File: config.mk
export PLATFORM = sky130hd
export DESIGN_NAME = gpuReadback
export DESIGN_NICKNAME = d
export VERILOG_FILES = /design/src/source/readbackPkg.sv /design/src/source/fifoWriteIf.sv /design/src/source/pixelPacker.sv /design/src/source/syncFifo.sv /design/src/source/cpuRegPort.sv /design/src/source/gpuReadback.sv
export SDC_FILE = /design/constraint.sdc
export NUM_CORES = 1
export LEC_CHECK = 0
export BUFFER_PORTS_ARGS = -buffer_cell sky130_fd_sc_hd__buf_2
export CORE_AREA = 2 2 291 149
export CTS_CLUSTER_SIZE = 12
export DETAILED_ROUTE_END_ITERATION = 6
export DIE_AREA = 0 0 293 151
export HOLD_SLACK_MARGIN = 0.02
export PLACE_DENSITY_LB_ADDON = 0.12
export SLEW_MARGIN = 40
export SYNTH_ARGS = -nofsm -noshare
export SYNTH_HDL_FRONTEND = slang
export SYNTH_SLANG_ARGS = --single-unit
export TNS_END_PERCENT = 20
File: constraint.sdc
create_clock -name i_clk -period 7.7 [get_ports i_clk]
set_clock_uncertainty 0.15 [all_clocks]
set_input_delay 1.155 -clock i_clk [delete_from_list [all_inputs] [get_ports i_clk]]
set_output_delay 1.155 -clock i_clk [all_outputs]
set_load 0.05 [all_outputs]
File: src/source/readbackPkg.sv
package readbackPkg;

	// Transfer formats selectable by the CPU
	typedef enum logic [1:0]
	{
		FMT_GREY4 = 2'd0,
		FMT_GREY8 = 2'd1,
		FMT_RGB24 = 2'd2,
		FMT_RGB15 = 2'd3
	} pixFormat_t;

	// Control register, format in bits 2:1 and mask bit in bit 0
	typedef struct packed
	{
		pixFormat_t format;
		logic       setMask;
	} ctrlReg_t;

	localparam int WORD_W = 32;

	// FIFO sizing
	localparam int FIFO_DEPTH       = 16;
	localparam int FIFO_CNT_W       = 5;
	localparam int FIFO_STOP_MARGIN = 3;

	// Register map, byte addresses
	localparam int ADDR_W = 4;
	localparam logic [ADDR_W-1:0] ADDR_CTRL   = 4'h0;
	localparam logic [ADDR_W-1:0] ADDR_STATUS = 4'h4;
	localparam logic [ADDR_W-1:0] ADDR_DATA   = 4'h8;

	localparam logic [1:0] RESP_OKAY   = 2'b00;
	localparam logic [1:0] RESP_SLVERR = 2'b10;

endpackage

File: src/source/fifoWriteIf.sv
`timescale 1ns/1ps

interface fifoWriteIf import readbackPkg::*; ();

	logic [WORD_W-1:0]     wrData;
	logic                  wrEn;

	// Fill status returned by the FIFO
	logic                  almostFull;
	logic [FIFO_CNT_W-1:0] count;

	modport packer
	(
		output wrData,
		output wrEn,
		input  almostFull
	);

	modport fifo
	(
		input  wrData,
		input  wrEn,
		output almostFull,
		output count
	);

endinterface

File: src/source/pixelPacker.sv
`timescale 1ns/1ps

module pixelPacker import readbackPkg::*;
(
	input  logic       i_clk,
	input  logic       i_nrst,

	input  logic       i_pixValid,
	input  logic [7:0] i_r,
	input  logic [7:0] i_g,
	input  logic [7:0] i_b,

	input  ctrlReg_t   i_ctrl,
	input  logic       i_ctrlWrite,

	fifoWriteIf.packer wr,
	output logic       o_stopFill
);

	logic [2:0]        phase;
	logic              wordStb;
	logic              selStage1;

	// Stage1 only holds the middle word of a 24-bit group
	logic [WORD_W-1:0] stage0;
	logic [WORD_W-1:0] stage1;

	// Nibble enables for stage0, byte enables for stage1
	logic [7:0]        en0;
	logic [3:0]        en1;
	logic [WORD_W-1:0] val0;
	logic [WORD_W-1:0] val1;
	logic              wordDone;
	logic              useStage1;
	logic              groupLast;
	logic [15:0]       half15;

	assign half15 = {i_r[7:3], i_g[7:3], i_b[7:3], i_ctrl.setMask};

	always_comb
	begin
		en0       = 8'h00;
		en1       = 4'h0;
		val0      = '0;
		val1      = '0;
		wordDone  = 1'b0;
		useStage1 = 1'b0;
		groupLast = 1'b0;
		case (i_ctrl.format)
			FMT_GREY4:
			begin
				en0       = 8'h80 >> phase;
				val0      = {8{i_r[7:4]}};
				wordDone  = (phase == 3'd7);
				groupLast = wordDone;
			end
			FMT_GREY8:
			begin
				en0       = 8'hC0 >> {phase[1:0], 1'b0};
				val0      = {4{i_r}};
				wordDone  = (phase == 3'd3);
				groupLast = wordDone;
			end
			FMT_RGB15:
			begin
				en0       = phase[0] ? 8'h0F : 8'hF0;
				val0      = {2{half15}};
				wordDone  = (phase == 3'd1);
				groupLast = wordDone;
			end
			FMT_RGB24:
			begin
				// 4 pixels of R,G,B bytes make 3 words
				case (phase[1:0])
					2'd0:
					begin
						en0 = 8'hFC;
						val0 = {i_r, i_g, i_b, 8'h00};
					end
					2'd1:
					begin
						en0 = 8'h03;
						val0 = {24'h0, i_r};
						en1 = 4'hC;
						val1 = {i_g, i_b, 16'h0};
						wordDone = 1'b1;
					end
					2'd2:
					begin
						en0 = 8'hC0;
						val0 = {i_b, 24'h0};
						en1 = 4'h3;
						val1 = {16'h0, i_r, i_g};
						wordDone = 1'b1;
						useStage1 = 1'b1;
					end
					default:
					begin
						en0 = 8'h3F;
						val0 = {8'h0, i_r, i_g, i_b};
						wordDone = 1'b1;
						groupLast = 1'b1;
					end
				endcase
			end
		endcase
	end

	always_ff @(posedge i_clk)
	begin
		if (i_pixValid)
		begin
			for (int k = 0; k < 8; k++)
			begin
				if (en0[k])
					stage0[4*k +: 4] <= val0[4*k +: 4];
			end
			for (int k = 0; k < 4; k++)
			begin
				if (en1[k])
					stage1[8*k +: 8] <= val1[8*k +: 8];
			end
		end
	end

	always_ff @(posedge i_clk)
	begin
		if (!i_nrst)
		begin
			phase     <= 3'd0;
			wordStb   <= 1'b0;
			selStage1 <= 1'b0;
		end
		else
		begin
			// A completed word is still pushed when the format changes
			wordStb   <= i_pixValid && wordDone;
			selStage1 <= useStage1;
			if (i_ctrlWrite)
				phase <= 3'd0;
			else if (i_pixValid)
				phase <= groupLast ? 3'd0 : phase + 3'd1;
		end
	end

	assign wr.wrEn   = wordStb;
	assign wr.wrData = selStage1 ? stage1 : stage0;
	assign o_stopFill = wr.almostFull;

endmodule

File: src/source/syncFifo.sv
`timescale 1ns/1ps

module syncFifo import readbackPkg::*;
#(
	parameter type T = logic [WORD_W-1:0]
)
(
	input  logic     i_clk,
	input  logic     i_nrst,

	fifoWriteIf.fifo wr,

	input  logic     i_pop,
	output T         o_data,
	output logic     o_empty
);

	localparam int PTR_W = $clog2(FIFO_DEPTH);

	T                      mem [FIFO_DEPTH];
	logic [PTR_W-1:0]      wrPtr;
	logic [PTR_W-1:0]      rdPtr;
	logic [FIFO_CNT_W-1:0] count;
	logic                  full;
	logic                  doPush;
	logic                  doPop;

	assign full    = (count == FIFO_CNT_W'(FIFO_DEPTH));
	assign o_empty = (count == '0);
	assign doPush  = wr.wrEn && !full;
	assign doPop   = i_pop && !o_empty;

	always_ff @(posedge i_clk)
	begin
		if (doPush)
			mem[wrPtr] <= T'(wr.wrData);
	end

	always_ff @(posedge i_clk)
	begin
		if (!i_nrst)
		begin
			wrPtr <= '0;
			rdPtr <= '0;
			count <= '0;
		end
		else
		begin
			if (doPush)
				wrPtr <= (wrPtr == PTR_W'(FIFO_DEPTH - 1)) ? '0 : wrPtr + 1'b1;
			if (doPop)
				rdPtr <= (rdPtr == PTR_W'(FIFO_DEPTH - 1)) ? '0 : rdPtr + 1'b1;
			case ({doPush, doPop})
				2'b10: count <= count + 1'b1;
				2'b01: count <= count - 1'b1;
				default: count <= count;
			endcase
		end
	end

	assign o_data = mem[rdPtr];
	assign wr.count = count;

	// Stop while free space is at most the margin
	assign wr.almostFull = (count >= FIFO_CNT_W'(FIFO_DEPTH - FIFO_STOP_MARGIN));

endmodule

File: src/source/cpuRegPort.sv
`timescale 1ns/1ps

module cpuRegPort import readbackPkg::*;
(
	input  logic                  i_clk,
	input  logic                  i_nrst,

	// AXI4-Lite write channels
	input  logic [ADDR_W-1:0]     i_awaddr,
	input  logic                  i_awvalid,
	output logic                  o_awready,
	input  logic [WORD_W-1:0]     i_wdata,
	input  logic [3:0]            i_wstrb,
	input  logic                  i_wvalid,
	output logic                  o_wready,
	output logic [1:0]            o_bresp,
	output logic                  o_bvalid,
	input  logic                  i_bready,

	// AXI4-Lite read channels
	input  logic [ADDR_W-1:0]     i_araddr,
	input  logic                  i_arvalid,
	output logic                  o_arready,
	output logic [WORD_W-1:0]     o_rdata,
	output logic [1:0]            o_rresp,
	output logic                  o_rvalid,
	input  logic                  i_rready,

	output ctrlReg_t              o_ctrl,
	output logic                  o_ctrlWrite,

	input  logic [WORD_W-1:0]     i_fifoData,
	input  logic                  i_fifoEmpty,
	input  logic [FIFO_CNT_W-1:0] i_fifoCount,
	output logic                  o_fifoPop
);

	logic              wrAccept;
	logic              rdAccept;
	logic              wrIsCtrl;
	logic [WORD_W-1:0] rdDataNext;
	logic [1:0]        rdRespNext;

	// Address and data are taken in the same cycle
	assign wrAccept  = i_awvalid && i_wvalid && !o_bvalid;
	assign o_awready = wrAccept;
	assign o_wready  = wrAccept;
	assign wrIsCtrl  = (i_awaddr == ADDR_CTRL);

	assign o_ctrlWrite = wrAccept && wrIsCtrl && i_wstrb[0];

	assign o_arready = !o_rvalid;
	assign rdAccept  = i_arvalid && !o_rvalid;

	always_comb
	begin
		rdDataNext = '0;
		rdRespNext = RESP_OKAY;
		o_fifoPop  = 1'b0;
		case (i_araddr)
			ADDR_CTRL:
				rdDataNext = {{(WORD_W - $bits(ctrlReg_t)){1'b0}}, o_ctrl};
			ADDR_STATUS:
				rdDataNext = {23'h0, i_fifoCount, 3'b000, !i_fifoEmpty};
			ADDR_DATA:
			begin
				if (i_fifoEmpty)
					rdRespNext = RESP_SLVERR;
				else
				begin
					rdDataNext = i_fifoData;
					o_fifoPop  = rdAccept;
				end
			end
			default:
				rdRespNext = RESP_SLVERR;
		endcase
	end

	always_ff @(posedge i_clk)
	begin
		if (!i_nrst)
		begin
			o_ctrl   <= '0;
			o_bvalid <= 1'b0;
			o_rvalid <= 1'b0;
		end
		else
		begin
			if (o_ctrlWrite)
				o_ctrl <= ctrlReg_t'(i_wdata[$bits(ctrlReg_t)-1:0]);

			if (wrAccept)
				o_bvalid <= 1'b1;
			else if (i_bready)
				o_bvalid <= 1'b0;

			if (rdAccept)
				o_rvalid <= 1'b1;
			else if (i_rready)
				o_rvalid <= 1'b0;
		end
	end

	// Response payloads hold while the master stalls
	always_ff @(posedge i_clk)
	begin
		if (wrAccept)
			o_bresp <= wrIsCtrl ? RESP_OKAY : RESP_SLVERR;
		if (rdAccept)
		begin
			o_rdata <= rdDataNext;
			o_rresp <= rdRespNext;
		end
	end

endmodule

File: src/source/gpuReadback.sv
`timescale 1ns/1ps

module gpuReadback import readbackPkg::*;
(
	input  logic              i_clk,
	input  logic              i_nrst,

	// Pixel source
	input  logic              i_pixValid,
	input  logic [7:0]        i_r,
	input  logic [7:0]        i_g,
	input  logic [7:0]        i_b,
	output logic              o_stopFill,

	// CPU side AXI4-Lite slave
	input  logic [ADDR_W-1:0] i_awaddr,
	input  logic              i_awvalid,
	output logic              o_awready,
	input  logic [WORD_W-1:0] i_wdata,
	input  logic [3:0]        i_wstrb,
	input  logic              i_wvalid,
	output logic              o_wready,
	output logic [1:0]        o_bresp,
	output logic              o_bvalid,
	input  logic              i_bready,
	input  logic [ADDR_W-1:0] i_araddr,
	input  logic              i_arvalid,
	output logic              o_arready,
	output logic [WORD_W-1:0] o_rdata,
	output logic [1:0]        o_rresp,
	output logic              o_rvalid,
	input  logic              i_rready
);

	ctrlReg_t          ctrl;
	logic              ctrlWrite;
	logic [WORD_W-1:0] fifoData;
	logic              fifoEmpty;
	logic              fifoPop;

	fifoWriteIf fifoWr();

	pixelPacker packer
	(
		.i_clk       (i_clk),
		.i_nrst      (i_nrst),
		.i_pixValid  (i_pixValid),
		.i_r         (i_r),
		.i_g         (i_g),
		.i_b         (i_b),
		.i_ctrl      (ctrl),
		.i_ctrlWrite (ctrlWrite),
		.wr          (fifoWr.packer),
		.o_stopFill  (o_stopFill)
	);

	syncFifo #(.T(logic [WORD_W-1:0])) fifo
	(
		.i_clk   (i_clk),
		.i_nrst  (i_nrst),
		.wr      (fifoWr.fifo),
		.i_pop   (fifoPop),
		.o_data  (fifoData),
		.o_empty (fifoEmpty)
	);

	cpuRegPort regPort
	(
		.i_clk       (i_clk),
		.i_nrst      (i_nrst),
		.i_awaddr    (i_awaddr),
		.i_awvalid   (i_awvalid),
		.o_awready   (o_awready),
		.i_wdata     (i_wdata),
		.i_wstrb     (i_wstrb),
		.i_wvalid    (i_wvalid),
		.o_wready    (o_wready),
		.o_bresp     (o_bresp),
		.o_bvalid    (o_bvalid),
		.i_bready    (i_bready),
		.i_araddr    (i_araddr),
		.i_arvalid   (i_arvalid),
		.o_arready   (o_arready),
		.o_rdata     (o_rdata),
		.o_rresp     (o_rresp),
		.o_rvalid    (o_rvalid),
		.i_rready    (i_rready),
		.o_ctrl      (ctrl),
		.o_ctrlWrite (ctrlWrite),
		.i_fifoData  (fifoData),
		.i_fifoEmpty (fifoEmpty),
		.i_fifoCount (fifoWr.count),
		.o_fifoPop   (fifoPop)
	);

endmodule

Yosys cells after proc, flatten, opt, wreduce, memory -nomap -nowiden:

Memory sizes are Yosys's and may differ from the RTL's. A register that Yosys moved wholly into a read port is not among the register bits.
Cells that the tools add are included.

* memories: 1
* output and inout port bits: 42
* ROM bits: 0
* register bits after elaboration: 123
* bits of input ports: 76
* bits in writable memories: 512
* latch bits: 0

* reductions and logical operators: 36
* $add $sub $neg: 5
* eq/ne operators: 15
* bitwise gates (word level): 1
* multipliers: 0
* mux-type cells: 33
* $lt $le $gt $ge: 1
* divide/modulo/power cells: 0
* shift-type cells: 2

Memories
* fifo.mem: words 16, bits a word 32, rd ports 1, clocked after memory_dff 1, write ports 1, RTL line syncFifo.sv:20 `T mem [FIFO_DEPTH];`

Operators with widths (count)
* $pmux W32 S3: 2
* $pmux W32 S4: 1
* $mux W32: 2
* $pmux W32 S2: 1
* $pmux W8 S4: 1
* $reduce_and A2 Y1: 13
* $pmux W8 S3: 1
* $mux W4: 5
* $shr A8 B3 Y8 const A: 2
* $eq A4 B4 Y1 const B: 3
* $mux W1: 11
* $pmux W5 S2: 1
* $add A4 B1 Y4 const B: 2
* $eq A2 B2 Y1 const B: 4
* $logic_and A1 B1 Y1: 8
* $logic_not A4 Y1: 2
* $mux W8: 1
* $pmux W1 S4: 2
* $pmux W4 S2: 1
* $eq A2 B1 Y1 const B: 3
* $reduce_bool A2 Y1: 3
* $add A5 B1 Y5 const B: 1
* $eq A5 B5 Y1 const B: 1
* $ge A5 B4 Y1 const B: 1
* 15 further kinds: 21

Longest topological paths before layout:

Gate-level depths: netlist (run 1).

* word-level depth: 7
* gate-level depth with buffers: 13
* depth with buffers taken out: 10

By module:

Synthesis (run 1) repeated with hierarchy kept, for this count alone.

* cell total of the unflattened synthesis: 1365
* area, all modules: 25662.1 µm²

Modules (own cells, without submodules)
* syncFifo: area an instance 20135.6 µm², instances 1, cells each 913, seq. area each 15715.1 µm²
* pixelPacker: area an instance 3956.3 µm², instances 1, cells each 344, seq. area each 2021.9 µm²
* cpuRegPort: area an instance 1570.3 µm², instances 1, cells each 108, seq. area each 1121.1 µm²

Worst setup path before layout (run 1):

OpenSTA, ideal clock, no wires.

* kind: input port to flip-flop
* start: input i_arvalid
* end: register fifo.count[2] (netlist: fifo.wr.count[2])
* buffers on the path: 1
* data arrival time: 4.660 ns
* required time: 7.478 ns
* setup slack: 2.818 ns
* stages: 11
* cells stage by stage: nor2b_1 o211ai_2 inv_1 ha_1 clkbuf_1 xor2_1 ha_1 a21oi_1 xnor2_1 or3_1 a21oi_1

* longest elaborated chain between the ends: 6

RTL lines
* start, declared: RTL line gpuReadback.sv:27 `input logic i_arvalid,`
* $logic_and A1 B1 Y1 (*): RTL line cpuRegPort.sv:53 `assign rdAccept = i_arvalid && !o_rvalid;`
* $mux W1 (*): RTL line cpuRegPort.sv:67 `if (i_fifoEmpty)`
* $mux W1 (*): RTL line cpuRegPort.sv:60 `case (i_araddr)`
* $logic_and A1 B1 Y1 (*): RTL line syncFifo.sv:31 `assign doPop = i_pop && !o_empty;`
* $eq A2 B1 Y1 or $eq A2 B2 Y1 (tied branches): RTL line syncFifo.sv:53 `case ({doPush, doPop})`
* $pmux W5 S2 or $reduce_bool A2 Y1 (tied branches)
* end signal, assigned: RTL line syncFifo.sv:54 `2'b10: count <= count + 1'b1;`
* end signal, assigned: RTL line syncFifo.sv:55 `2'b01: count <= count - 1'b1;`
* end signal, assigned: RTL line syncFifo.sv:56 `default: count <= count;`
* end, declared: RTL line syncFifo.sv:23 `logic [FIFO_CNT_W-1:0] count;`

Every way passes the cells marked *; elsewhere a longest branch is shown, timed or not.
A chain may end at the register's enable or synchronous reset.

Final worst setup path (run 1):

* start: input i_arvalid
* end: register fifo.count[2] (netlist: fifo.wr.count[2])

* longest elaborated chain between the ends: 6

RTL lines
* $logic_and A1 B1 Y1 (*): RTL line cpuRegPort.sv:53
* named net regPort.rdAccept: RTL line cpuRegPort.sv:39 `logic rdAccept;`
* $mux W1 (*): RTL line cpuRegPort.sv:67
* $mux W1 (*): RTL line cpuRegPort.sv:60
* $logic_and A1 B1 Y1 (*): RTL line syncFifo.sv:31
* $eq A2 B1 Y1 or $eq A2 B2 Y1 (tied branches): RTL line syncFifo.sv:53
* $pmux W5 S2 or $reduce_bool A2 Y1 (tied branches)

Mark *: on every way through the listed nets, which the timed path passes. The rest lies on a longest branch.

==> impl_results.html, run 1 <==
<table>
<tr><th>Metric</th><th>Value</th></tr>
<tr><th colspan="2">Floorplanning</th></tr>
<tr><td>Overall die height</td><td>~150 microns</td></tr>
<tr><td>DIE WIDTH</td><td>roughly 290 microns</td></tr>
<tr><td>Floorplan die area</td><td>0.0442 sq mm</td></tr>
<tr><td>Initial core utilization</td><td>roughly three fifths</td></tr>
<tr><td>Number of top-level design ports</td><td>roughly 120</td></tr>
<tr><td>Site Rows</td><td>53</td></tr>
<tr><td>Core area</td><td>0.0416 sq mm</td></tr>
<tr><th colspan="2">Worst hold path</th></tr>
<tr><td>Start point of the worst hold path</td><td>regPort.o_bvalid$_SDFFE_PN0P_</td></tr>
<tr><td>Hold path cells</td><td>2</td></tr>
<tr><td>Class of the tightest hold or removal check</td><td>register to register</td></tr>
<tr><td>Hold-critical path endpoint</td><td>regPort.o_bvalid$_SDFFE_PN0P_</td></tr>
<tr><th colspan="2">Critical path</th></tr>
<tr><td>Depth of the worst register-to-register path</td><td>10</td></tr>
<tr><td>CP max FO</td><td>34</td></tr>
<tr><td>Worst Path Class, Setup</td><td>input pin to register</td></tr>
<tr><td>Slack of the worst reg-to-reg path</td><td>around 4.2 ns</td></tr>
<tr><td>Worst flop-to-flop path endpoint</td><td>fifo.wr.count[2]$_SDFFE_PN0P_</td></tr>
<tr><td>CP required</td><td>just over 8 ns</td></tr>
<tr><td>CP Launch Type</td><td>input pin</td></tr>
<tr><td>Startpoint of the worst-slack reg-to-reg timing path</td><td>fifo.wr.count[1]$_SDFFE_PN0P_</td></tr>
<tr><td>Worst EP arrival</td><td>just under 4 ns</td></tr>
<tr><td>Worst setup EP type</td><td>register</td></tr>
<tr><th colspan="2">Clock network</th></tr>
<tr><td>Number of buffers inserted by hold repair at cts</td><td>0</td></tr>
<tr><td>Clock Sinks</td><td>637</td></tr>
<tr><td>Number of buffers on the longest clock path</td><td>3</td></tr>
<tr><td>Postcts setup bufs</td><td>0</td></tr>
<tr><td>CTS Root Cell</td><td>sky130_fd_sc_hd__clkbuf_16</td></tr>
<tr><td>Inserted Clock Buffers</td><td>between 50 and 60</td></tr>
<tr><td>Clock transition at path regs</td><td>approximately 0.060 ns</td></tr>
<tr><td>Post-CTS Resized</td><td>0</td></tr>
<tr><td>Clock latency of the later-clocked register in the worst-skew pair</td><td>slightly above 0.6 ns</td></tr>
<tr><td>Number of H-tree levels</td><td>2</td></tr>
<tr><td>TritonCTS clock tree</td><td>built</td></tr>
<tr><th colspan="2">Detailed routing</th></tr>
<tr><td>Detailed router's first-iteration violation count</td><td>1522</td></tr>
<tr><td>Post-Route WL</td><td>between 50000 and 60000 microns</td></tr>
<tr><td>Antenna-violating nets left</td><td>0</td></tr>
<tr><td>Number of detailed-route iterations in the first pass</td><td>6</td></tr>
<tr><td>Count of unresolved DRC violations after routing</td><td>0</td></tr>
<tr><td>Via-to-Cell Ratio</td><td>~6.7</td></tr>
<tr><td>Routed wire per std cell</td><td>29.7 microns</td></tr>
<tr><td>Vias post-DR</td><td>13200</td></tr>
<tr><th colspan="2">Timing</th></tr>
<tr><td>Setup TNS</td><td>0 ns</td></tr>
<tr><td>Max-slew headroom at the worst pin</td><td>a little over two fifths</td></tr>
<tr><td>Final Hold Viols</td><td>0</td></tr>
<tr><td>Max Transition Viols Final</td><td>0</td></tr>
<tr><td>Final worst path period need</td><td>around 3.6 ns</td></tr>
<tr><td>Max Clk Rate</td><td>between 200 and 300 MHz</td></tr>
<tr><td>Worst Max-Slew Pin Slew</td><td>approximately 0.85 ns</td></tr>
<tr><td>RSZ-0062 raised after global routing</td><td>no</td></tr>
<tr><td>Setup violation total in the final timing report</td><td>0</td></tr>
<tr><td>Part of the cycle the worst path needs</td><td>a little under half</td></tr>
<tr><th colspan="2">Logic synthesis</th></tr>
<tr><td>Share of flip-flops with an asynchronous set or reset after synthesis</td><td>0%</td></tr>
<tr><td>Register bit count reported by yosys</td><td>roughly 640</td></tr>
<tr><td>Ys Warns</td><td>0</td></tr>
<tr><td>Synthesized instance count</td><td>between 1000 and 1500</td></tr>
<tr><td>Area share of the largest cell type after synthesis</td><td>between 70% and 80%</td></tr>
<tr><td>Unique masters post-synth</td><td>54</td></tr>
<tr><td>Post-Synthesis Mean Instance Area</td><td>about 19 sq um</td></tr>
<tr><td>Number of enable-type register cells in the synthesized netlist</td><td>610</td></tr>
<tr><td>Share of synthesized area occupied by flip-flops and latches</td><td>74.7%</td></tr>
<tr><td>Post-synthesis instance area</td><td>~0.025 sq mm</td></tr>
<tr><td>Ranking of synthesized cells by area</td><td>sky130_fd_sc_hd__edfxtp_1, sky130_fd_sc_hd__mux4_2, sky130_fd_sc_hd__dfxtp_1</td></tr>
<tr><td>Leading register cell type out of synthesis</td><td>sky130_fd_sc_hd__edfxtp_1</td></tr>
<tr><td>Dominant cell type by area after synthesis</td><td>sky130_fd_sc_hd__edfxtp_1</td></tr>
<tr><th colspan="2">GRT</th></tr>
<tr><td>Global routing usage summed across all routing layers</td><td>between 20% and 30%</td></tr>
<tr><td>Global-route wire length before repair</td><td>between 80000 and 90000 microns</td></tr>
<tr><td>Via count of the first global-routing pass</td><td>between 10000 and 15000</td></tr>
<tr><td>GRT overflow</td><td>0</td></tr>
<tr><td>Antenna violations before repair</td><td>1</td></tr>
<tr><td>Maximum number of pins on one net before global-route repair</td><td>60</td></tr>
<tr><th colspan="2">Layout</th></tr>
<tr><td>Commonest non-fill, non-tap cell in the layout</td><td>sky130_fd_sc_hd__edfxtp_1</td></tr>
<tr><td>Post-layout net count</td><td>approximately 1500</td></tr>
<tr><td>Count of placed standard cells in the final layout, fillers left out</td><td>1973</td></tr>
<tr><td>Fraction of layout cells with a size suffix above 1</td><td>between 20% and 30%</td></tr>
<tr><td>Diodes inserted</td><td>0</td></tr>
<tr><td>Highest-count cells in the layout ignoring fill and taps</td><td>sky130_fd_sc_hd__edfxtp_1, sky130_fd_sc_hd__mux4_2, sky130_fd_sc_hd__buf_2, sky130_fd_sc_hd__clkbuf_16, sky130_fd_sc_hd__o22ai_1</td></tr>
<tr><td>Synthesis-to-finish area growth</td><td>10.8%</td></tr>
<tr><th colspan="2">Place</th></tr>
<tr><td>Final estimated routing congestion in global placement</td><td>0.882</td></tr>
<tr><td>Count of buffers inserted at the top-level ports</td><td>83</td></tr>
<tr><td>HPWL after detailed placement</td><td>about 33000 microns</td></tr>
<tr><td>Number of placed instances with taps included</td><td>roughly 1900</td></tr>
<tr><th colspan="2">Pwr</th></tr>
<tr><td>Peak VDD IR</td><td>approximately 0.20 mV</td></tr>
<tr><td>Power density over the cells</td><td>234 mW/mm^2</td></tr>
<tr><td>Leak Pwr</td><td>between 8 and 9 nW</td></tr>
<tr><th colspan="2">Status</th></tr>
<tr><td>Result of the run</td><td>finished clean</td></tr>
<tr><th colspan="2">Job</th></tr>
<tr><td>Max Cap Viol</td><td>0</td></tr>
</table>
cells by family after synthesis:
group | synth area share (%)
compound gates | 4.49
xor+xnor | 0.173
fa+ha+maj | 0.743
buf+inv | 1.76
flops | 74.7
mux | 14.4
other cells | 0.0148
simple gates | 3.74
routing by layer:
layer / track usage, % / share of wire (%)
met2: 44.5 / 48
met5: 0 / 0
met4: 7.28 / 2.4
met1: 39.1 / 41
met3: 5.08 / 8.5
sequential cells by signal, summed over array words and instances, names as in the netlist, 3 cells and up, named ones only:
signal / count
packer.stage0: 32
regPort.o_ctrl: 3
packer.stage1: 32
fifo.wrPtr: 4
fifo.wr.count: 5
regPort.o_rdata: 32
packer.phase: 3
fifo.rdPtr: 4
fifo.mem: 512
power by group:
part | switching, mW | internal, mW
Clock | 1.19 | 1.41
Combinational | 0.124 | 0.0388
Sequential | 0.00610 | 3.77
Total | 1.32 | 5.23
worst max-delay path, stage by stage:
cell and delay (ns):
sky130_fd_sc_hd__buf_2 0.09, sky130_fd_sc_hd__nor2b_4 0.12, sky130_fd_sc_hd__buf_4 0.56, sky130_fd_sc_hd__o211ai_2 0.36, sky130_fd_sc_hd__inv_1 0.16, sky130_fd_sc_hd__ha_1 0.33, sky130_fd_sc_hd__xor2_1 0.13, sky130_fd_sc_hd__ha_1 0.20
sky130_fd_sc_hd__a21oi_1 0.26, sky130_fd_sc_hd__xnor2_1 0.11, sky130_fd_sc_hd__or3_1 0.31, sky130_fd_sc_hd__a21oi_1 0.15
Yosys cell counts (all sizes together), types with 2 or more instances:
| cell | number |
|---|---|
| o22ai | 49 |
| nand3 | 2 |
| ha | 15 |
| nand2 | 29 |
| inv | 16 |
| a21boi | 2 |
| or3 | 3 |
| o211ai | 6 |
| nor2 | 40 |
| nor4b | 3 |
| o21ai | 46 |
| nor4 | 2 |
| a2bb2oi | 2 |
| a32oi | 4 |
| nand2b | 6 |
| a21oi | 27 |
| dfxtp | 27 |
| a21o | 2 |
| nand4b | 3 |
| or4 | 2 |
| or2 | 2 |
| and2 | 18 |
| o311ai | 3 |
| mux2i | 32 |
| edfxtp | 610 |
| a221o | 7 |
| mux4 | 127 |
| a31oi | 3 |
| buf | 45 |
| clkbuf | 38 |
| nor2b | 11 |
| a22oi | 21 |
| mux2 | 41 |
| xor2 | 4 |
| and3 | 20 |
| nor3 | 39 |
metrics by stage:
step / power [mW] / util (%) / worst slack, ns / hold WS [ns] / area [sq um]
after global routing: 6.73 / 67.3 / 3.91 / 0.404 / 28000
after CTS: 6.57 / 67.3 / 4.14 / 0.369 / 28000
after floorplan: 3.95 / - / 2.82 / 0.322 / 25300
after global placement: 4.01 / 63.4 / 3.71 / 0.327 / 26300
after detailed placement: 4.01 / 63.4 / 3.54 / 0.354 / 26400
final: 6.54 / 67.3 / 4.10 / 0.362 / 28000
worst max-delay path by stage:
| stage | startpoint | to | slack, ns |
|---|---|---|---|
| 4_1_cts | i_arvalid | fifo.wr.count[2]$_SDFFE_PN0P_ | 4.14 |
| 3_5_place_dp | i_arvalid | fifo.wr.count[2]$_SDFFE_PN0P_ | 3.54 |
| 5_1_grt | i_arvalid | fifo.wr.count[2]$_SDFFE_PN0P_ | 3.91 |
| 3_3_place_gp | i_arvalid | fifo.wr.count[2]$_SDFFE_PN0P_ | 3.71 |
| 2_1_floorplan | i_arvalid | fifo.wr.count[2]$_SDFFE_PN0P_ | 2.82 |
| 6_report | i_arvalid | fifo.wr.count[2]$_SDFFE_PN0P_ | 4.10 |
cell type report:
| class | instances | area (sq um) |
|---|---|---|
| inverters | 17 | 63.8 |
| repair buffers | 114 | 653 |
| multi-input cells | 581 | 6090 |
| clock buffers | 70 | 1560 |
| fillers | 2660 | 13600 |
| flip-flops and latches | 637 | 18900 |
| well taps | 550 | 688 |
| clock inverters | 4 | 58.8 |
(Power assumes the default switching activity.)
==> inputs of run 2 (changes only) <==
==> constraint.sdc (replaced) <==
create_clock -name i_clk -period 3.61 [get_ports i_clk]
set_clock_uncertainty 0.15 [all_clocks]
set_input_delay 0.5415 -clock i_clk [delete_from_list [all_inputs] [get_ports i_clk]]
set_output_delay 0.5415 -clock i_clk [all_outputs]
set_load 0.05 [all_outputs]
==> run 2 against run 1 <==
Sequential power rose by 110%; clock-buffer cell count fell by 3; sequential share of layout area fell by 0.66 points; via count rose by 0.16%; non-clock buffer count rose by 20; die area did not move.
==> impl_results.html, run 2 (synthesis gave the netlist of run 1 again) <==
<table>
<tr><th>Metric</th><th>Value</th></tr>
<tr><th colspan="2">Critical path</th></tr>
<tr><td>CP required</td><td>3.97 ns (was 8.05 ns)</td></tr>
<tr><td>Slowest stage cell on the critical path</td><td>sky130_fd_sc_hd__or4_1 (was sky130_fd_sc_hd__buf_4)</td></tr>
<tr><td>Longest individual stage delay on the worst path</td><td>0.70 ns (was 0.56 ns)</td></tr>
<tr><td>Worst Path Class, Setup</td><td>register to register (was input pin to register)</td></tr>
<tr><td>Worst flop-to-flop path endpoint</td><td>fifo.wr.count[2]$_SDFFE_PN0P_ (unchanged)</td></tr>
<tr><td>Critical path, cell by cell</td><td>or4_1 -&gt; o211ai_2 -&gt; inv_1 -&gt; ha_1 -&gt; xor2_1 -&gt; ha_1 -&gt; a21oi_1 -&gt; xnor2_1 -&gt; or3_1 -&gt; a21oi_1 (was buf_2 -&gt; nor2b_4 -&gt; buf_4 -&gt; o211ai_2 -&gt; inv_1 -&gt; ha_1 -&gt; xor2_1 -&gt; ha_1 -&gt; a21oi_1 -&gt; xnor2_1 -&gt; or3_1 -&gt; a21oi_1)</td></tr>
<tr><td>Startpoint of the worst-slack reg-to-reg timing path</td><td>fifo.wr.count[1]$_SDFFE_PN0P_ (unchanged)</td></tr>
<tr><td>CP Launch Type</td><td>register (was input pin)</td></tr>
<tr><td>Worst setup EP type</td><td>register (unchanged)</td></tr>
<tr><td>Slack of the worst reg-to-reg path</td><td>0.38 ns (was 4.24 ns)</td></tr>
<tr><td>Worst EP arrival</td><td>3.59 ns (was 3.95 ns)</td></tr>
<tr><td>CP max FO</td><td>8 (was 34)</td></tr>
<tr><td>Depth of the worst register-to-register path</td><td>10 (unchanged)</td></tr>
<tr><th colspan="2">GRT</th></tr>
<tr><td>Global-route wire length before repair</td><td>86100 microns (was 86600 microns)</td></tr>
<tr><td>GRT overflow</td><td>0 (unchanged)</td></tr>
<tr><td>Maximum number of pins on one net before global-route repair</td><td>40 (was 60)</td></tr>
<tr><td>Global routing usage on met2</td><td>43.5% (was 44.5%)</td></tr>
<tr><td>GRT Max-Usage Layer</td><td>met2 (unchanged)</td></tr>
<tr><td>Via count of the first global-routing pass</td><td>13400 (about the same)</td></tr>
<tr><td>Global routing usage summed across all routing layers</td><td>27.1% (was 27.4%)</td></tr>
<tr><td>Antenna violations before repair</td><td>0 (was 1)</td></tr>
<tr><td>Met1 Resource Use GR</td><td>39.6% (was 39.1%)</td></tr>
<tr><td>Met3 Resource Use GR</td><td>5.41% (was 5.08%)</td></tr>
<tr><th colspan="2">Place</th></tr>
<tr><td>Count of buffers inserted at the top-level ports</td><td>83 (unchanged)</td></tr>
<tr><td>Final estimated routing congestion in global placement</td><td>0.925 (was 0.882)</td></tr>
<tr><td>HPWL after detailed placement</td><td>35000 microns (was 32600 microns)</td></tr>
<tr><td>Number of placed instances with taps included</td><td>1916 (was 1898)</td></tr>
<tr><th colspan="2">Timing</th></tr>
<tr><td>Part of the cycle the worst path needs</td><td>roughly nine tenths</td></tr>
<tr><td>Setup violation total in the final timing report</td><td>0 (unchanged)</td></tr>
<tr><td>Final worst path period need</td><td>approximately 3.2 ns</td></tr>
<tr><td>Max Transition Viols Final</td><td>0 (unchanged)</td></tr>
<tr><td>Worst hold-check slack</td><td>0.0541 ns (was 0.362 ns)</td></tr>
<tr><td>RSZ-0062 raised after global routing</td><td>no (unchanged)</td></tr>
<tr><td>Final Hold Viols</td><td>0 (unchanged)</td></tr>
<tr><td>Max-slew headroom at the worst pin</td><td>42.1% (was 43.3%)</td></tr>
<tr><td>Worst Max-Slew Pin Slew</td><td>0.860 ns (was 0.850 ns)</td></tr>
<tr><td>Max Clk Rate</td><td>between 300 and 400 MHz</td></tr>
<tr><th colspan="2">Layout</th></tr>
<tr><td>Highest-count cells in the layout ignoring fill and taps</td><td>sky130_fd_sc_hd__edfxtp_1, sky130_fd_sc_hd__mux4_2, sky130_fd_sc_hd__buf_2, sky130_fd_sc_hd__clkbuf_16, sky130_fd_sc_hd__o22ai_1 (unchanged)</td></tr>
<tr><td>Fraction of layout cells with a size suffix above 1</td><td>27.4% (was 26.6%)</td></tr>
<tr><td>Post-layout net count</td><td>1521 (was 1501)</td></tr>
<tr><td>Synthesis-to-finish area growth</td><td>11.9% (was 10.8%)</td></tr>
<tr><td>Commonest non-fill, non-tap cell in the layout</td><td>sky130_fd_sc_hd__edfxtp_1 (unchanged)</td></tr>
<tr><td>Total of fill cells in the finished design</td><td>2649 (was 2660)</td></tr>
<tr><td>Most flops, register</td><td>fifo.mem (unchanged)</td></tr>
<tr><td>Count of placed standard cells in the final layout, fillers left out</td><td>1990 (was 1973)</td></tr>
<tr><td>Diodes inserted</td><td>0 (unchanged)</td></tr>
<tr><td>Number of flip-flops under the largest register name</td><td>512 (unchanged)</td></tr>
<tr><th colspan="2">Pwr</th></tr>
<tr><td>Peak VDD IR</td><td>0.389 mV (was 0.201 mV)</td></tr>
<tr><td>Sequential fraction of design power</td><td>58.2% (was 57.8%)</td></tr>
<tr><td>Part of the total power dissipated in the clock network</td><td>39.2% (was 39.7%)</td></tr>
<tr><td>P_int</td><td>11.1 mW (was 5.23 mW)</td></tr>
<tr><td>Net load switching power</td><td>2.74 mW (was 1.32 mW)</td></tr>
<tr><td>Power density over the cells</td><td>490 mW/mm^2 (was 234 mW/mm^2)</td></tr>
<tr><td>Leak Pwr</td><td>8.86 nW (was 8.74 nW)</td></tr>
<tr><td>Switching power as a share of total power</td><td>19.8% (was 20.1%)</td></tr>
<tr><td>Total power</td><td>13.8 mW (was 6.54 mW)</td></tr>
<tr><td>Part of the total power dissipated in combinational logic</td><td>2.5% (about the same)</td></tr>
<tr><th colspan="2">Clock network</th></tr>
<tr><td>Post-CTS Resized</td><td>0 (unchanged)</td></tr>
<tr><td>Number of H-tree levels</td><td>2 (unchanged)</td></tr>
<tr><td>Inserted Clock Buffers</td><td>59 (unchanged)</td></tr>
<tr><td>Clock latency of the later-clocked register in the worst-skew pair</td><td>0.61 ns (about the same)</td></tr>
<tr><td>TritonCTS clock tree</td><td>built (unchanged)</td></tr>
<tr><td>Number of buffers on the longest clock path</td><td>3 (unchanged)</td></tr>
<tr><td>Clock transition at path regs</td><td>0.06 ns (about the same)</td></tr>
<tr><td>Clock Sinks</td><td>637 (unchanged)</td></tr>
<tr><td>CTS Root Cell</td><td>sky130_fd_sc_hd__clkbuf_16 (unchanged)</td></tr>
<tr><th colspan="2">Status</th></tr>
<tr><td>Result of the run</td><td>finished clean (unchanged)</td></tr>
<tr><th colspan="2">Detailed routing</th></tr>
<tr><td>Routed wire per std cell</td><td>29.1 microns (was 29.7 microns)</td></tr>
<tr><td>Count of unresolved DRC violations after routing</td><td>0 (unchanged)</td></tr>
<tr><td>Via-to-Cell Ratio</td><td>6.63 (was 6.68)</td></tr>
<tr><td>Antenna-violating nets left</td><td>0 (unchanged)</td></tr>
<tr><td>Post-Route WL</td><td>58000 microns (was 58500 microns)</td></tr>
<tr><td>Detailed router's first-iteration violation count</td><td>1436 (was 1522)</td></tr>
<tr><td>Vias post-DR</td><td>13200 (about the same)</td></tr>
<tr><td>Number of detailed-route iterations in the first pass</td><td>6 (unchanged)</td></tr>
<tr><th colspan="2">Worst hold path</th></tr>
<tr><td>Class of the tightest hold or removal check</td><td>input pin to register (was register to register)</td></tr>
<tr><td>Start point of the worst hold path</td><td>i_wdata[2] (was regPort.o_bvalid$_SDFFE_PN0P_)</td></tr>
<tr><td>Hold-critical path endpoint</td><td>regPort.o_ctrl[2]$_SDFFE_PN0P_ (was regPort.o_bvalid$_SDFFE_PN0P_)</td></tr>
<tr><td>Hold path cells</td><td>3 (was 2)</td></tr>
<tr><th colspan="2">Floorplanning</th></tr>
<tr><td>Site Rows</td><td>53 (unchanged)</td></tr>
<tr><td>Overall die height</td><td>151 microns (unchanged)</td></tr>
<tr><td>Core area</td><td>0.0416 sq mm (unchanged)</td></tr>
<tr><td>Floorplan die area</td><td>0.0442 sq mm (unchanged)</td></tr>
<tr><td>Initial core utilization</td><td>60.8% (unchanged)</td></tr>
<tr><td>DIE WIDTH</td><td>293 microns (unchanged)</td></tr>
<tr><td>Number of top-level design ports</td><td>118 (unchanged)</td></tr>
<tr><th colspan="2">Job</th></tr>
<tr><td>Max Cap Viol</td><td>0 (unchanged)</td></tr>
</table>
-- run 2: repair_timing --
| action | 4_1_cts | 5_1_grt |
|---|---|---|
| hold buffers | 1 | 0 |
| setup buffers | 0 | 0 |
| endpoints found under the hold margin | 1 | 0 |
-- run 2: metal layers --
layer	vias up	share of wire, %
met5	-	0
met4	0	1.7
met3	86	9.1
met2	611	48
met1	6914	42
li1	5583	-
-- run 2: layout make-up --
type / instances / area, sq um / area share [%]
Clock inverter: 4 / 60.1 / 0.213
Multi-Input combinational cell: 581 / 6090 / 21.5
Tap cell: 550 / 688 / 2.44
Inverter: 17 / 63.8 / 0.226
Timing Repair Buffer: 134 / 951 / 3.37
Clock buffer: 67 / 1540 / 5.44
Sequential cell: 637 / 18900 / 66.8
-- run 2: worst max-delay path by stage --
stage / start / endpoint / slack, ns
CTS: fifo.wr.count[1]$_SDFFE_PN0P_ / fifo.wr.count[2]$_SDFFE_PN0P_ / 0.41
finish: fifo.wr.count[1]$_SDFFE_PN0P_ / fifo.wr.count[2]$_SDFFE_PN0P_ / 0.38
floorplan: fifo.wr.count[0]$_SDFFE_PN0P_ / fifo.mem[0][0]$_DFFE_PP_ / -0.26
global route: fifo.wr.count[0]$_SDFFE_PN0P_ / fifo.wr.count[2]$_SDFFE_PN0P_ / 0.22
global placement: fifo.wr.count[1]$_SDFFE_PN0P_ / fifo.wr.count[2]$_SDFFE_PN0P_ / 0.50
detailed placement: fifo.wr.count[1]$_SDFFE_PN0P_ / fifo.wr.count[2]$_SDFFE_PN0P_ / 0.43
-- run 2: power groups by stage --
stage               combinational [mW]  sequential [mW]  clock [mW]
floorplan                        0.138             8.29           0
global placement                 0.336             8.22           0
detailed placement               0.343             8.22           0
CTS                              0.345             8.07        5.53
global route                     0.372             8.06        5.80
finish                           0.350             8.07        5.43
-- run 2: critical path: cells and delay by family (launching register included) --
family	cells	cell delay (ns)
flops	1	0.41
fa+ha+maj	2	0.42
compound gates	3	0.78
buf+inv	1	0.11
xor+xnor	2	0.27
simple gates	2	1.02
-- run 2: per-stage QoR --
stage	setup TNS, ns	utilization [%]	area [sq um]	setup slack, ns
4_1_cts	0	67.9	28200	0.410
5_1_grt	0	68.0	28300	0.222
3_5_place_dp	0	64.0	26600	0.435
6_report	0	68.0	28300	0.381
2_1_floorplan	-20.27	-	25300	-0.263
3_3_place_gp	0	64.0	26600	0.501
==> inputs of run 3 (changes only) <==
--- a/config.mk
+++ b/config.mk
@@ -11,7 +11,7 @@
 export DETAILED_ROUTE_END_ITERATION = 6
 export DIE_AREA = 0 0 293 151
 export HOLD_SLACK_MARGIN = 0.02
-export PLACE_DENSITY_LB_ADDON = 0.12
+export PLACE_DENSITY = 0.9
 export SLEW_MARGIN = 40
 export SYNTH_ARGS = -nofsm -noshare
 export SYNTH_HDL_FRONTEND = slang
==> run 3 against run 2 <==
Critical endpoint unchanged; die area stayed put; largest power group unchanged; fmax fell by 3.4%; first-iteration DRC count up 43%; clock power rose by 3%.
==> impl_results.html, run 3 (synthesis gave the netlist of run 1 again) <==
<table>
<tr><th>Metric</th><th>Value</th></tr>
<tr><th colspan="2">Status</th></tr>
<tr><td>Result of the run</td><td>finished clean (unchanged)</td></tr>
<tr><th colspan="2">GRT</th></tr>
<tr><td>Global routing usage on met2</td><td>49.4% (was 43.5%)</td></tr>
<tr><td>Maximum number of pins on one net before global-route repair</td><td>40 (unchanged)</td></tr>
<tr><td>Global-route wire length before repair</td><td>94000 microns (was 86100 microns)</td></tr>
<tr><td>Met3 Resource Use GR</td><td>5.90% (was 5.41%)</td></tr>
<tr><td>GRT Max-Usage Layer</td><td>met2 (unchanged)</td></tr>
<tr><td>Global routing usage summed across all routing layers</td><td>29.5% (was 27.1%)</td></tr>
<tr><td>Met1 Resource Use GR</td><td>40.1% (was 39.6%)</td></tr>
<tr><td>GRT overflow</td><td>0 (unchanged)</td></tr>
<tr><td>Antenna violations before repair</td><td>0 (unchanged)</td></tr>
<tr><td>Via count of the first global-routing pass</td><td>14200 (was 13400)</td></tr>
<tr><th colspan="2">Place</th></tr>
<tr><td>Post-placement worst setup slack</td><td>0.314 ns (was 0.435 ns)</td></tr>
<tr><td>Count of buffers inserted at the top-level ports</td><td>83 (unchanged)</td></tr>
<tr><td>HPWL after detailed placement</td><td>35200 microns (was 35000 microns)</td></tr>
<tr><td>Number of placed instances with taps included</td><td>1913 (was 1916)</td></tr>
<tr><td>Final estimated routing congestion in global placement</td><td>0.965 (was 0.925)</td></tr>
<tr><th colspan="2">Pwr</th></tr>
<tr><td>Peak VDD IR</td><td>0.470 mV (was 0.389 mV)</td></tr>
<tr><td>Total power</td><td>14.0 mW (was 13.8 mW)</td></tr>
<tr><td>Power density over the cells</td><td>497 mW/mm^2 (was 490 mW/mm^2)</td></tr>
<tr><td>Leak Pwr</td><td>8.83 nW (was 8.86 nW)</td></tr>
<tr><th colspan="2">Timing</th></tr>
<tr><td>Max Transition Viols Final</td><td>0 (unchanged)</td></tr>
<tr><td>Worst Max-Slew Pin Slew</td><td>0.787 ns (was 0.860 ns)</td></tr>
<tr><td>Max-slew headroom at the worst pin</td><td>47.5% (was 42.1%)</td></tr>
<tr><td>Final worst path period need</td><td>3.34 ns (was 3.23 ns)</td></tr>
<tr><td>Setup violation total in the final timing report</td><td>0 (unchanged)</td></tr>
<tr><td>Max Clk Rate</td><td>299 MHz (was 310 MHz)</td></tr>
<tr><td>Minimum setup slack in the final design</td><td>0.267 ns (was 0.381 ns)</td></tr>
<tr><td>Part of the cycle the worst path needs</td><td>92.6% (was 89.5%)</td></tr>
<tr><td>Final Hold Viols</td><td>0 (unchanged)</td></tr>
<tr><td>Setup TNS</td><td>0 ns (unchanged)</td></tr>
<tr><td>RSZ-0062 raised after global routing</td><td>no (unchanged)</td></tr>
<tr><th colspan="2">Clock network</th></tr>
<tr><td>CTS Root Cell</td><td>sky130_fd_sc_hd__clkbuf_16 (unchanged)</td></tr>
<tr><td>Number of buffers on the longest clock path</td><td>3 (unchanged)</td></tr>
<tr><td>Clock Sinks</td><td>637 (unchanged)</td></tr>
<tr><td>TritonCTS clock tree</td><td>built (unchanged)</td></tr>
<tr><td>Clock latency of the later-clocked register in the worst-skew pair</td><td>0.59 ns (was 0.61 ns)</td></tr>
<tr><td>Inserted Clock Buffers</td><td>59 (unchanged)</td></tr>
<tr><td>Clock transition at path regs</td><td>0.06 ns (about the same)</td></tr>
<tr><td>Number of H-tree levels</td><td>2 (unchanged)</td></tr>
<tr><th colspan="2">Critical path</th></tr>
<tr><td>Critical path, cell by cell</td><td>or4_1 -&gt; o211ai_2 -&gt; inv_1 -&gt; ha_1 -&gt; xor2_1 -&gt; ha_1 -&gt; a21oi_1 -&gt; xnor2_1 -&gt; or3_1 -&gt; a21oi_1 (unchanged)</td></tr>
<tr><td>Bufs and invs on worst path</td><td>1 (unchanged)</td></tr>
<tr><td>Crit-path leading delay family</td><td>simple AND/OR/NAND/NOR gates (unchanged)</td></tr>
<tr><td>Slowest stage cell on the critical path</td><td>sky130_fd_sc_hd__or4_1 (unchanged)</td></tr>
<tr><td>Longest individual stage delay on the worst path</td><td>0.70 ns (about the same)</td></tr>
<tr><td>Worst setup EP type</td><td>register (unchanged)</td></tr>
<tr><td>Worst EP arrival</td><td>3.71 ns (was 3.59 ns)</td></tr>
<tr><td>CP Launch Type</td><td>register (unchanged)</td></tr>
<tr><td>CP required</td><td>3.97 ns (about the same)</td></tr>
<tr><td>CP max FO</td><td>8 (unchanged)</td></tr>
<tr><td>Worst Path Class, Setup</td><td>register to register (unchanged)</td></tr>
<tr><th colspan="2">Layout</th></tr>
<tr><td>Commonest non-fill, non-tap cell in the layout</td><td>sky130_fd_sc_hd__edfxtp_1 (unchanged)</td></tr>
<tr><td>Diodes inserted</td><td>0 (unchanged)</td></tr>
<tr><td>Most flops, register</td><td>fifo.mem (unchanged)</td></tr>
<tr><td>Post-layout net count</td><td>1518 (was 1521)</td></tr>
<tr><td>Fraction of layout cells with a size suffix above 1</td><td>27.2% (was 27.4%)</td></tr>
<tr><td>Highest-count cells in the layout ignoring fill and taps</td><td>sky130_fd_sc_hd__edfxtp_1, sky130_fd_sc_hd__mux4_2, sky130_fd_sc_hd__buf_2, sky130_fd_sc_hd__clkbuf_16, sky130_fd_sc_hd__o22ai_1 (unchanged)</td></tr>
<tr><td>Count of placed standard cells in the final layout, fillers left out</td><td>1988 (was 1990)</td></tr>
<tr><td>Sequential cell area</td><td>0.0189 sq mm (unchanged)</td></tr>
<tr><td>Number of flip-flops under the largest register name</td><td>512 (unchanged)</td></tr>
<tr><td>Synthesis-to-finish area growth</td><td>11.4% (was 11.9%)</td></tr>
<tr><td>Total of fill cells in the finished design</td><td>2363 (was 2649)</td></tr>
<tr><td>Area of combinational cells with multiple inputs</td><td>0.00609 sq mm (about the same)</td></tr>
<tr><th colspan="2">Floorplanning</th></tr>
<tr><td>Site Rows</td><td>53 (unchanged)</td></tr>
<tr><td>Floorplan die area</td><td>0.0442 sq mm (unchanged)</td></tr>
<tr><td>Overall die height</td><td>151 microns (unchanged)</td></tr>
<tr><td>DIE WIDTH</td><td>293 microns (unchanged)</td></tr>
<tr><td>Core area</td><td>0.0416 sq mm (unchanged)</td></tr>
<tr><td>Initial core utilization</td><td>60.8% (unchanged)</td></tr>
<tr><td>Number of top-level design ports</td><td>118 (unchanged)</td></tr>
<tr><th colspan="2">Detailed routing</th></tr>
<tr><td>Post-Route WL</td><td>64100 microns (was 58000 microns)</td></tr>
<tr><td>Count of unresolved DRC violations after routing</td><td>0 (unchanged)</td></tr>
<tr><td>Via-to-Cell Ratio</td><td>7.06 (was 6.63)</td></tr>
<tr><td>Vias post-DR</td><td>14000 (was 13200)</td></tr>
<tr><td>Detailed router's first-iteration violation count</td><td>2054 (was 1436)</td></tr>
<tr><td>Number of detailed-route iterations in the first pass</td><td>6 (unchanged)</td></tr>
<tr><td>Routed wire per std cell</td><td>32.2 microns (was 29.1 microns)</td></tr>
<tr><td>Antenna-violating nets left</td><td>0 (unchanged)</td></tr>
<tr><th colspan="2">Job</th></tr>
<tr><td>Max Cap Viol</td><td>0 (unchanged)</td></tr>
<tr><th colspan="2">Worst hold path</th></tr>
<tr><td>Class of the tightest hold or removal check</td><td>input pin to register (unchanged)</td></tr>
</table>
[run 3: final timing paths]
kind	slack (ns)	cells after the start	to	from
worst max-delay path	0.27	10	fifo.wr.count[2]$_SDFFE_PN0P_	fifo.wr.count[1]$_SDFFE_PN0P_
worst min-delay path	0.07	3	regPort.o_ctrl[0]$_SDFFE_PN0P_	i_wdata[0]
worst max register to register	0.27	10	fifo.wr.count[2]$_SDFFE_PN0P_	fifo.wr.count[1]$_SDFFE_PN0P_
worst min register to register	0.37	2	register	fifo.rdPtr[3]$_SDFFE_PN0N_
[run 3: area by class of cell]
class	instances	share of cell area (%)
well taps	550	2.44
clock inverters	2	0.102
inverters	17	0.227
flip-flops and latches	637	67.0
repair buffers	131	2.97
clock buffers	70	5.57
multi-input cells	581	21.6
[run 3: report_power, final]
group | leakage (nW) | switching (mW) | internal [mW]
Sequential | 5.66 | 0.0159 | 8.05
Clock | 0.784 | 2.55 | 3.01
Combinational | 2.38 | 0.271 | 0.0866
[run 3: metrics by stage]
stage | hold slack, ns | instance area [sq um] | utilization, %
floorplan | 0.322 | 25300 | -
global placement | 0.330 | 26500 | 63.8
detailed placement | 0.364 | 26500 | 63.8
CTS | 0.0494 | 28100 | 67.7
global route | 0.0702 | 28100 | 67.7
finish | 0.0691 | 28100 | 67.7
[run 3: worst reg2reg max path, delay by kind of cell (launching register included)]
family,cells,cell delay [ns]
flip-flops,1,0.40
adder cells (fa/ha/maj),2,0.50
AO/OA/AOI/OAI,3,0.79
AND/OR/NAND/NOR,2,1.02
XOR/XNOR,2,0.31
buffers and inverters,1,0.11
[run 3: what timing repair did]
action / 4_1_cts / 5_1_grt
gates resized for setup: 0 / 0
hold buffers: 2 / 0
setup buffers: 0 / 0
hold endpoints to repair: 2 / 0
[run 3: layer usage]
| layer | vias up | share of wire (%) |
|---|---|---|
| met5 | - | 0 |
| met3 | 201 | 12 |
| met2 | 1103 | 49 |
| li1 | 5573 | - |
| met1 | 7164 | 36 |
| met4 | 0 | 3.5 |
